--- config.mk ---
export PLATFORM = sky130hd
export DESIGN_NAME = dcache_store_top
export DESIGN_NICKNAME = d
export VERILOG_FILES = /design/src/hdl/dcache_pkg.sv /design/src/hdl/dcache_store_top.sv /design/src/hdl/load_unit.sv /design/src/hdl/data_mem.sv /design/src/hdl/wb_drain.sv /design/src/hdl/write_buffer.sv /design/src/hdl/access_align.sv
export SDC_FILE = /design/constraint.sdc
export NUM_CORES = 2
export LEC_CHECK = 0
export BUFFER_PORTS_ARGS = -buffer_cell sky130_fd_sc_hd__buf_2
export CORE_MARGIN = 2
export CORE_UTILIZATION = 53
export CTS_CLUSTER_SIZE = 8
export DETAILED_ROUTE_END_ITERATION = 16
export GPL_ROUTABILITY_DRIVEN = 0
export PLACE_DENSITY = 0.73
export SYNTH_ARGS = -nofsm -noshare
export SYNTH_HDL_FRONTEND = slang
export SYNTH_SLANG_ARGS = --single-unit
--- constraint.sdc ---
create_clock -name clk_i -period 7 [get_ports clk_i]
set_input_delay 1.4 -clock clk_i [delete_from_list [all_inputs] [get_ports clk_i]]
set_output_delay 1.4 -clock clk_i [all_outputs]
set_load 0.005 [all_outputs]
--- src/hdl/dcache_pkg.sv ---
package dcache_pkg;

    // address and data widths
    typedef logic [15:0] byte_addr_t;
    typedef logic [13:0] word_addr_t;
    typedef logic [31:0] word_t;
    typedef logic [3:0]  sel_t;

    typedef enum logic [1:0] {
        SIZE_BYTE = 2'd0,
        SIZE_HALF = 2'd1,
        SIZE_WORD = 2'd2
    } access_size_e;

    // request after alignment, data already sits in its byte lanes
    typedef struct packed {
        logic         is_store;
        access_size_e size;
        logic [1:0]   offset;
        word_addr_t   addr;
        sel_t         sel;
        word_t        data;
    } aligned_req_t;

    // one write buffer line
    typedef struct packed {
        word_t      data;
        sel_t       sel;
        word_addr_t addr;
    } wb_entry_t;

    typedef enum logic {
        ST_IDLE = 1'b0,
        ST_GAP  = 1'b1
    } drain_state_e;

endpackage
--- src/hdl/dcache_store_top.sv ---
`timescale 1ns/1ps

module dcache_store_top
    import dcache_pkg::*;
#(
    parameter int unsigned DEPTH_LOG2 = 2,
    parameter int unsigned DRAIN_GAP  = 3,
    parameter int unsigned MEM_AW     = 6
) (
    input  logic         clk_i,
    input  logic         rstn_i,
    input  logic         req_valid_i,
    input  logic         req_store_i,
    input  access_size_e req_size_i,
    input  byte_addr_t   req_addr_i,
    input  word_t        req_wdata_i,
    output logic         req_ready_o,
    output logic         load_valid_o,
    output word_t        load_data_o,
    output logic         wb_empty_o
);

    aligned_req_t req;
    wb_entry_t    store_entry;
    wb_entry_t    wb_rdata;
    logic         store_we;
    logic         load_re;
    logic         wb_full;
    logic         wb_pop;
    logic         wb_hit;
    word_t        wb_hit_data;
    logic         mem_we;
    word_addr_t   mem_addr;
    sel_t         mem_be;
    word_t        mem_wdata;
    word_t        mem_rdata;

    assign store_entry = '{data: req.data, sel: req.sel, addr: req.addr};

    access_align u_access_align (
        .clk_i       (clk_i),
        .rstn_i      (rstn_i),
        .req_valid_i (req_valid_i),
        .req_store_i (req_store_i),
        .req_size_i  (req_size_i),
        .req_addr_i  (req_addr_i),
        .req_wdata_i (req_wdata_i),
        .wb_full_i   (wb_full),
        .req_ready_o (req_ready_o),
        .req_o       (req),
        .store_we_o  (store_we),
        .load_re_o   (load_re)
    );

    write_buffer #(
        .DEPTH_LOG2 (DEPTH_LOG2)
    ) u_write_buffer (
        .clk_i           (clk_i),
        .rstn_i          (rstn_i),
        .we_i            (store_we),
        .entry_i         (store_entry),
        .re_i            (wb_pop),
        .check_i         (load_re),
        .check_address_i (req.addr),
        .check_sel_i     (req.sel),
        .rdata_o         (wb_rdata),
        .empty_o         (wb_empty_o),
        .full_o          (wb_full),
        .hit_o           (wb_hit),
        .hit_data_o      (wb_hit_data)
    );

    wb_drain #(
        .DRAIN_GAP (DRAIN_GAP)
    ) u_wb_drain (
        .clk_i       (clk_i),
        .rstn_i      (rstn_i),
        .empty_i     (wb_empty_o),
        .entry_i     (wb_rdata),
        .pop_o       (wb_pop),
        .mem_we_o    (mem_we),
        .mem_addr_o  (mem_addr),
        .mem_be_o    (mem_be),
        .mem_wdata_o (mem_wdata)
    );

    // memory is indexed by the low word address bits
    data_mem #(
        .MEM_AW (MEM_AW)
    ) u_data_mem (
        .clk_i   (clk_i),
        .we_i    (mem_we),
        .waddr_i (mem_addr[MEM_AW-1:0]),
        .be_i    (mem_be),
        .wdata_i (mem_wdata),
        .re_i    (load_re),
        .raddr_i (req.addr[MEM_AW-1:0]),
        .rdata_o (mem_rdata)
    );

    load_unit u_load_unit (
        .clk_i        (clk_i),
        .rstn_i       (rstn_i),
        .load_re_i    (load_re),
        .size_i       (req.size),
        .offset_i     (req.offset),
        .hit_i        (wb_hit),
        .hit_data_i   (wb_hit_data),
        .mem_rdata_i  (mem_rdata),
        .load_valid_o (load_valid_o),
        .load_data_o  (load_data_o)
    );

endmodule

--- src/hdl/load_unit.sv ---
`timescale 1ns/1ps

module load_unit
    import dcache_pkg::*;
(
    input  logic         clk_i,
    input  logic         rstn_i,
    input  logic         load_re_i,
    input  access_size_e size_i,
    input  logic [1:0]   offset_i,
    input  logic         hit_i,
    input  word_t        hit_data_i,
    input  word_t        mem_rdata_i,
    output logic         load_valid_o,
    output word_t        load_data_o
);

    logic         valid_q;
    access_size_e size_q;
    logic [1:0]   offset_q;
    word_t        word_sel;
    word_t        word_shifted;

    always_ff @(posedge clk_i) begin
        if (!rstn_i) begin
            valid_q <= 1'b0;
        end else begin
            valid_q <= load_re_i;
        end
    end

    // size and offset line up with hit and memory data
    always_ff @(posedge clk_i) begin
        size_q   <= size_i;
        offset_q <= offset_i;
    end

    // forwarded data takes priority over memory
    assign word_sel     = hit_i ? hit_data_i : mem_rdata_i;
    assign word_shifted = word_sel >> {offset_q, 3'b000};

    always_comb begin
        case (size_q)
            SIZE_BYTE: load_data_o = {24'b0, word_shifted[7:0]};
            SIZE_HALF: load_data_o = {16'b0, word_shifted[15:0]};
            default:   load_data_o = word_shifted;
        endcase
    end

    assign load_valid_o = valid_q;

endmodule

--- src/hdl/data_mem.sv ---
`timescale 1ns/1ps

module data_mem
    import dcache_pkg::*;
#(
    parameter int unsigned MEM_AW = 6
) (
    input  logic              clk_i,
    input  logic              we_i,
    input  logic [MEM_AW-1:0] waddr_i,
    input  sel_t              be_i,
    input  word_t             wdata_i,
    input  logic              re_i,
    input  logic [MEM_AW-1:0] raddr_i,
    output word_t             rdata_o
);

    word_t mem [2 ** MEM_AW];
    word_t rdata_q;

    // memory powers up cleared
    initial begin
        for (int i = 0; i < 2 ** MEM_AW; i++) begin
            mem[i] = '0;
        end
    end

    // byte enabled write
    always_ff @(posedge clk_i) begin
        for (int b = 0; b < 4; b++) begin
            if (we_i && be_i[b]) begin
                mem[waddr_i][8*b +: 8] <= wdata_i[8*b +: 8];
            end
        end
    end

    // read returns the old word when it collides with a write
    always_ff @(posedge clk_i) begin
        if (re_i) begin
            rdata_q <= mem[raddr_i];
        end
    end

    assign rdata_o = rdata_q;

endmodule

--- src/hdl/wb_drain.sv ---
`timescale 1ns/1ps

module wb_drain
    import dcache_pkg::*;
#(
    parameter int unsigned DRAIN_GAP = 3
) (
    input  logic       clk_i,
    input  logic       rstn_i,
    input  logic       empty_i,
    input  wb_entry_t  entry_i,
    output logic       pop_o,
    output logic       mem_we_o,
    output word_addr_t mem_addr_o,
    output sel_t       mem_be_o,
    output word_t      mem_wdata_o
);

    localparam int unsigned CNT_W = (DRAIN_GAP > 1) ? $clog2(DRAIN_GAP) : 1;

    drain_state_e     state_q;
    logic [CNT_W-1:0] gap_cnt_q;

    // pop and memory write share the same edge
    assign pop_o       = (state_q == ST_IDLE) && !empty_i;
    assign mem_we_o    = pop_o;
    assign mem_addr_o  = entry_i.addr;
    assign mem_be_o    = entry_i.sel;
    assign mem_wdata_o = entry_i.data;

    always_ff @(posedge clk_i) begin
        if (!rstn_i) begin
            state_q   <= ST_IDLE;
            gap_cnt_q <= '0;
        end else begin
            case (state_q)
                ST_IDLE: begin
                    if (pop_o) begin
                        state_q   <= ST_GAP;
                        gap_cnt_q <= '0;
                    end
                end
                ST_GAP: begin
                    // wait DRAIN_GAP cycles before the next pop
                    if (gap_cnt_q == CNT_W'(DRAIN_GAP - 1)) begin
                        state_q <= ST_IDLE;
                    end else begin
                        gap_cnt_q <= gap_cnt_q + 1'b1;
                    end
                end
                default: state_q <= ST_IDLE;
            endcase
        end
    end

endmodule

--- src/hdl/write_buffer.sv ---
`timescale 1ns/1ps

module write_buffer
    import dcache_pkg::*;
#(
    parameter int unsigned DEPTH_LOG2 = 2
) (
    input  logic       clk_i,
    input  logic       rstn_i,
    input  logic       we_i,
    input  wb_entry_t  entry_i,
    input  logic       re_i,
    input  logic       check_i,
    input  word_addr_t check_address_i,
    input  sel_t       check_sel_i,
    output wb_entry_t  rdata_o,
    output logic       empty_o,
    output logic       full_o,
    output logic       hit_o,
    output word_t      hit_data_o
);

    localparam int unsigned NUM_ELEMS = 2 ** DEPTH_LOG2;

    wb_entry_t entries [NUM_ELEMS];

    // top bit of each pointer flags a wrap
    logic [DEPTH_LOG2:0]   wr_ptr;
    logic [DEPTH_LOG2:0]   rd_ptr;
    logic [DEPTH_LOG2-1:0] wr_idx;
    logic [DEPTH_LOG2-1:0] rd_idx;
    logic                  we;
    logic                  re;
    logic [NUM_ELEMS-1:0]  valid_d;
    logic [NUM_ELEMS-1:0]  valid_q;
    logic [NUM_ELEMS-1:0]  line_hit;
    logic [DEPTH_LOG2-1:0] hit_idx;
    logic                  hit_d;
    logic                  hit_q;
    word_t                 hit_data_q;

    assign wr_idx = wr_ptr[DEPTH_LOG2-1:0];
    assign rd_idx = rd_ptr[DEPTH_LOG2-1:0];

    assign empty_o = (wr_ptr == rd_ptr);
    assign full_o  = (wr_ptr[DEPTH_LOG2] != rd_ptr[DEPTH_LOG2]) && (wr_idx == rd_idx);

    // requests that cannot be served are dropped
    assign we = we_i & ~full_o;
    assign re = re_i & ~empty_o;

    always_ff @(posedge clk_i) begin
        if (!rstn_i) begin
            wr_ptr <= '0;
            rd_ptr <= '0;
        end else begin
            if (we) begin
                wr_ptr <= wr_ptr + 1'b1;
            end
            if (re) begin
                rd_ptr <= rd_ptr + 1'b1;
            end
        end
    end

    always_ff @(posedge clk_i) begin
        if (we) begin
            entries[wr_idx] <= entry_i;
        end
    end

    // head entry, no read latency
    assign rdata_o = entries[rd_idx];

    always_comb begin
        valid_d = valid_q;
        if (we) begin
            valid_d[wr_idx] = 1'b1;
        end
        if (re) begin
            valid_d[rd_idx] = 1'b0;
        end
    end

    always_ff @(posedge clk_i) begin
        if (!rstn_i) begin
            valid_q <= '0;
        end else begin
            valid_q <= valid_d;
        end
    end

    // an entry matches when its lanes cover every requested lane
    always_comb begin
        for (int i = 0; i < NUM_ELEMS; i++) begin
            line_hit[i] = valid_q[i] &&
                          (entries[i].addr == check_address_i) &&
                          ((entries[i].sel & check_sel_i) == check_sel_i);
        end
    end

    // lowest matching index wins
    always_comb begin
        hit_idx = '0;
        for (int i = NUM_ELEMS - 1; i >= 0; i--) begin
            if (line_hit[i]) begin
                hit_idx = i[DEPTH_LOG2-1:0];
            end
        end
    end

    assign hit_d = |line_hit;

    always_ff @(posedge clk_i) begin
        if (!rstn_i) begin
            hit_q <= 1'b0;
        end else begin
            hit_q <= hit_d;
        end
    end

    // data register only loads on a check
    always_ff @(posedge clk_i) begin
        if (check_i) begin
            hit_data_q <= entries[hit_idx].data;
        end
    end

    assign hit_o      = hit_q;
    assign hit_data_o = hit_data_q;

endmodule

--- src/hdl/access_align.sv ---
`timescale 1ns/1ps

module access_align
    import dcache_pkg::*;
(
    input  logic         clk_i,
    input  logic         rstn_i,
    input  logic         req_valid_i,
    input  logic         req_store_i,
    input  access_size_e req_size_i,
    input  byte_addr_t   req_addr_i,
    input  word_t        req_wdata_i,
    input  logic         wb_full_i,
    output logic         req_ready_o,
    output aligned_req_t req_o,
    output logic         store_we_o,
    output logic         load_re_o
);

    aligned_req_t req_d;
    aligned_req_t req_q;
    logic         valid_q;
    logic         hold;
    logic [1:0]   offset;
    sel_t         sel_base;
    word_t        data_masked;

    assign offset = req_addr_i[1:0];

    always_comb begin
        case (req_size_i)
            SIZE_BYTE: begin
                sel_base    = 4'b0001;
                data_masked = {24'b0, req_wdata_i[7:0]};
            end
            SIZE_HALF: begin
                sel_base    = 4'b0011;
                data_masked = {16'b0, req_wdata_i[15:0]};
            end
            default: begin
                sel_base    = 4'b1111;
                data_masked = req_wdata_i;
            end
        endcase

        req_d.is_store = req_store_i;
        req_d.size     = req_size_i;
        req_d.offset   = offset;
        req_d.addr     = req_addr_i[15:2];
        // move select and data up into the addressed lanes
        req_d.sel      = sel_base << offset;
        req_d.data     = data_masked << {offset, 3'b000};
    end

    // a store stays in the register until the buffer has room
    assign hold        = valid_q & req_q.is_store & wb_full_i;
    assign req_ready_o = ~hold;

    always_ff @(posedge clk_i) begin
        if (!rstn_i) begin
            valid_q <= 1'b0;
        end else if (!hold) begin
            valid_q <= req_valid_i;
        end
    end

    always_ff @(posedge clk_i) begin
        if (!hold && req_valid_i) begin
            req_q <= req_d;
        end
    end

    assign req_o      = req_q;
    assign store_we_o = valid_q & req_q.is_store & ~wb_full_i;
    // loads leave the register after one cycle
    assign load_re_o  = valid_q & ~req_q.is_store;

endmodule

==> impl_metrics.env <==
export IMPL_outcome="completed"
export IMPL_fin_skew_ns=0.0493
export IMPL_worstHoldStart="u_access_align.req_o[51]"
export IMPL_ctsResizeCount=0
export IMPL_drt_iter0_drc=6761
export IMPL_synth_main_ff_cell="edfxtp_1"
export IMPL_htreeDepth=5
export IMPL_tightest_slew_ns=1.34
export IMPL_cts_made_buffers=348
export IMPL_synth_edf_count=2367
export IMPL_holdPathStages=0
export IMPL_syn_nets=4434
export IMPL_core_mm2=0.176
export IMPL_netSwitchingFraction=0.227
export IMPL_ff2ff_setup_slack_ns=2.62
export IMPL_avgRoutedWirePerCell_um=32.1
export IMPL_nets=4718
export IMPL_area_delta_synth_final_pct=12.9
export IMPL_required_ns=5.60
export IMPL_vdd_drop_max_uv=269
export IMPL_finalSetupViolCount=0
export IMPL_power_density_mw_per_mm2=322
export IMPL_post_drt_via_cell_ratio=6.60
export IMPL_drc_errors=0
export IMPL_path_max_fanout=32
export IMPL_rsz0062_at_grt="no"
export IMPL_drt_total_wl_um=226000
export IMPL_hold_end="u_load_unit.offset_q[1]"
export IMPL_clock_latency_ns=0.93
export IMPL_r2r_end="u_data_mem.mem[2][0]"
export IMPL_grt_max_degree=93
export IMPL_comb_power_share=0.084
export IMPL_p_leak_nw=33.2
export IMPL_yosys_warnings=0
export IMPL_vias=46400
export IMPL_clk_pin_slew_ns=0.05
export IMPL_cts_tree="built"
export IMPL_relSlewSlack=0.110
export IMPL_root_buffer="clkbuf_16"
export IMPL_die_y_um=424
export IMPL_p_int_mw=26.3
export IMPL_grt_pass1_vias=47100
export IMPL_hp_class="reg2reg"
export IMPL_die_area_mm2=0.180
export IMPL_grt_util_all_layers=0.253
export IMPL_grt_pass1_wl_um=330000
export IMPL_maxCapViolations=0
export IMPL_portBuffers=88
export IMPL_clkPwrFrac=0.421
export IMPL_ant_nets=0
export IMPL_min_period_over_period=0.654
export IMPL_worstRegToRegCells=5
export IMPL_fillerInstances=11800
export IMPL_crit_buf_inv=1
export IMPL_crit_top_cell="mux2_2"
export IMPL_diodes=0
export IMPL_netlist_area_leader_share=0.759
export IMPL_cp_start_kind="register"
export IMPL_min_period_ns=4.58
export IMPL_synth_area_leader_cell="edfxtp_1"
export IMPL_worst_slack_ns=2.42
export IMPL_ys_seq_elements=2389
export IMPL_setup_tns_ns=0
export IMPL_cts_setup_buffers=0
export IMPL_ios=89
export IMPL_initial_core_util=0.533
export IMPL_grt_overflow_total=0
export IMPL_final_hold_violation_count=0
export IMPL_yosysSeqAreaShare=0.763
export IMPL_slowest_stage="dfxtp_2"
export IMPL_ctsHoldBuffers=0
export IMPL_path_delay_family="flip-flops"
export IMPL_critPathArrivalTime_ns=3.18
export IMPL_synthArstFlopShare=0
export IMPL_dieWidth_um=424
export IMPL_synthCells=4371
export IMPL_cts_sinks=2389
export IMPL_drive_above_1_share=0.264
export IMPL_avgSynthCellArea_um2=21.4
export IMPL_cts_path_max_buffers=4
export IMPL_synth_area_mm2=0.0937
export IMPL_maxSlewViolCount=0
export IMPL_p_switching_mw=7.73
export IMPL_max_freq_mhz=218
export IMPL_antenna_found_initial=3
export IMPL_worst_path_largest_cell_delay_ns=1.03
export IMPL_cp_cell_sequence="mux2_2, nand2_1, o21ai_0, mux2_2, buf_2"
export IMPL_yosys_top_cells_area="edfxtp_1 76%, mux4_2 16%, nor2_1 1.4%"
export IMPL_synth_cell_type_count=55
export IMPL_place_ws_ns=2.75
export IMPL_dp_hpwl_um=131000
export IMPL_p_seq_frac=0.496
export IMPL_critical_path_class="reg2out"
export IMPL_first_pass_iters=8
export IMPL_worstSetupEndpointType="output port"
export IMPL_rows=154
==> synthesized netlist by cell type (20+ instances only) <==
cell type and count:
a21oi_1 65, a221o_1 32, a22oi_1 90, a2bb2oi_1 32, and2_1 24, buf_1 29, buf_2 97, buf_4 20
clkbuf_1 80, dfxtp_1 22, edfxtp_1 2367, inv_1 82, mux2_2 35, mux2i_1 41, mux4_2 650, nand2_1 108
nor2_1 339, nor2b_1 23, xnor2_1 43
==> worst max-delay path by stage <==
stage	depth (start not counted)	end	start	slack, ns
5_1_grt	5	load_data_o[7]	u_write_buffer.hit_o	2.23
6_report	5	load_data_o[6]	u_write_buffer.hit_o	2.42
3_3_place_gp	6	u_data_mem.mem[45][5]	register	2.80
4_1_cts	5	load_data_o[6]	u_write_buffer.hit_o	2.36
3_5_place_dp	6	u_data_mem.mem[32][29]	register	2.75
2_1_floorplan	1	u_access_align.req_o[0]	req_valid_i	2.70
==> kinds of logic after synthesis <==
logic type	after synthesis	share of synthesized area
AO/OA/AOI/OAI	301	0.0239
XOR/XNOR	61	0.00570
adder cells (fa/ha/maj)	9	0.00120
buffers and inverters	321	0.0157
flip-flops	2389	0.763
multiplexers	726	0.165
AND/OR/NAND/NOR	564	0.0254
==> placed cells by master, fill, tap and decap left out, drive strengths merged, types with 20 or more instances in the layout <==
cell type and instances:
mux2 35, and2 24, a221o 32, clkbuf 388, a22oi 90, inv 85, mux4 650, nor2b 23
dfxtp 22, edfxtp 2367, buf 170, nand2 108, nor2 339, a2bb2oi 32, nand3 20, xnor2 43
a21oi 65, mux2i 41
==> worst register-to-register path: stages, from the launching register on <==
cell and delay (ns):
dfxtp_2 0.66, mux4_2 0.70, nand2b_1 0.25, nor2_1 0.84
nand2_1 0.70, nor2_1 0.85
==> power by group through the flow <==
| stage | sequential [mW] | clock, mW | combinational [mW] |
|---|---|---|---|
| CTS | 16.9 | 14.5 | 2.85 |
| floorplan | 17.1 | 0 | 1.58 |
| global route | 16.9 | 15.0 | 3.01 |
| global placement | 17.1 | 0 | 2.78 |
| detailed placement | 17.1 | 0 | 2.84 |
| finish | 16.9 | 14.3 | 2.85 |
==> state kept, by name, indices dropped and copies added, names as in the netlist, 3 cells and up, named ones only <==
signal                     flops
u_data_mem.mem              2048
u_write_buffer.entries       200
u_access_align.req_o          55
u_data_mem.rdata_o            32
u_write_buffer.hit_data_o     32
u_write_buffer.valid_q         4
u_write_buffer.rd_ptr          3
u_write_buffer.wr_ptr          3
==> per-layer routing <==
layer	up-vias	track usage	part of all wire	routed length [um]
li1	18600	-	-	-
met1	24400	0.355	0.38	86200
met2	2891	0.390	0.48	108000
met3	548	0.0564	0.098	22100
met4	2	0.105	0.044	9880
met5	-	0	0.000057	13
==> per-stage QoR <==
stage / utilization / cell area [um2] / total power [mW] / std cells / hold slack, ns
final: 0.601 / 106000 / 34.0 / 7037 / 0.338
after floorplan: - / 93700 / 18.7 / 4371 / 0.323
after CTS: 0.601 / 106000 / 34.2 / 7036 / 0.338
after detailed placement: 0.550 / 96700 / 20.0 / 6644 / 0.327
after global routing: 0.601 / 106000 / 34.9 / 7037 / 0.357
after global placement: 0.550 / 96700 / 19.9 / 6644 / 0.324
==> final cells by class <==
cell class	instances	area [um2]	area share
Sequential cell	2389	71500	0.676
Multi-Input combinational cell	1661	20800	0.197
Clock buffer	388	8940	0.0846
Tap cell	2340	2930	0.0277
Timing Repair Buffer	170	1210	0.0114
Inverter	85	319	0.00302
Clock inverter	4	38.8	0.000367
Note: power is estimated with default switching activity, not from simulation.
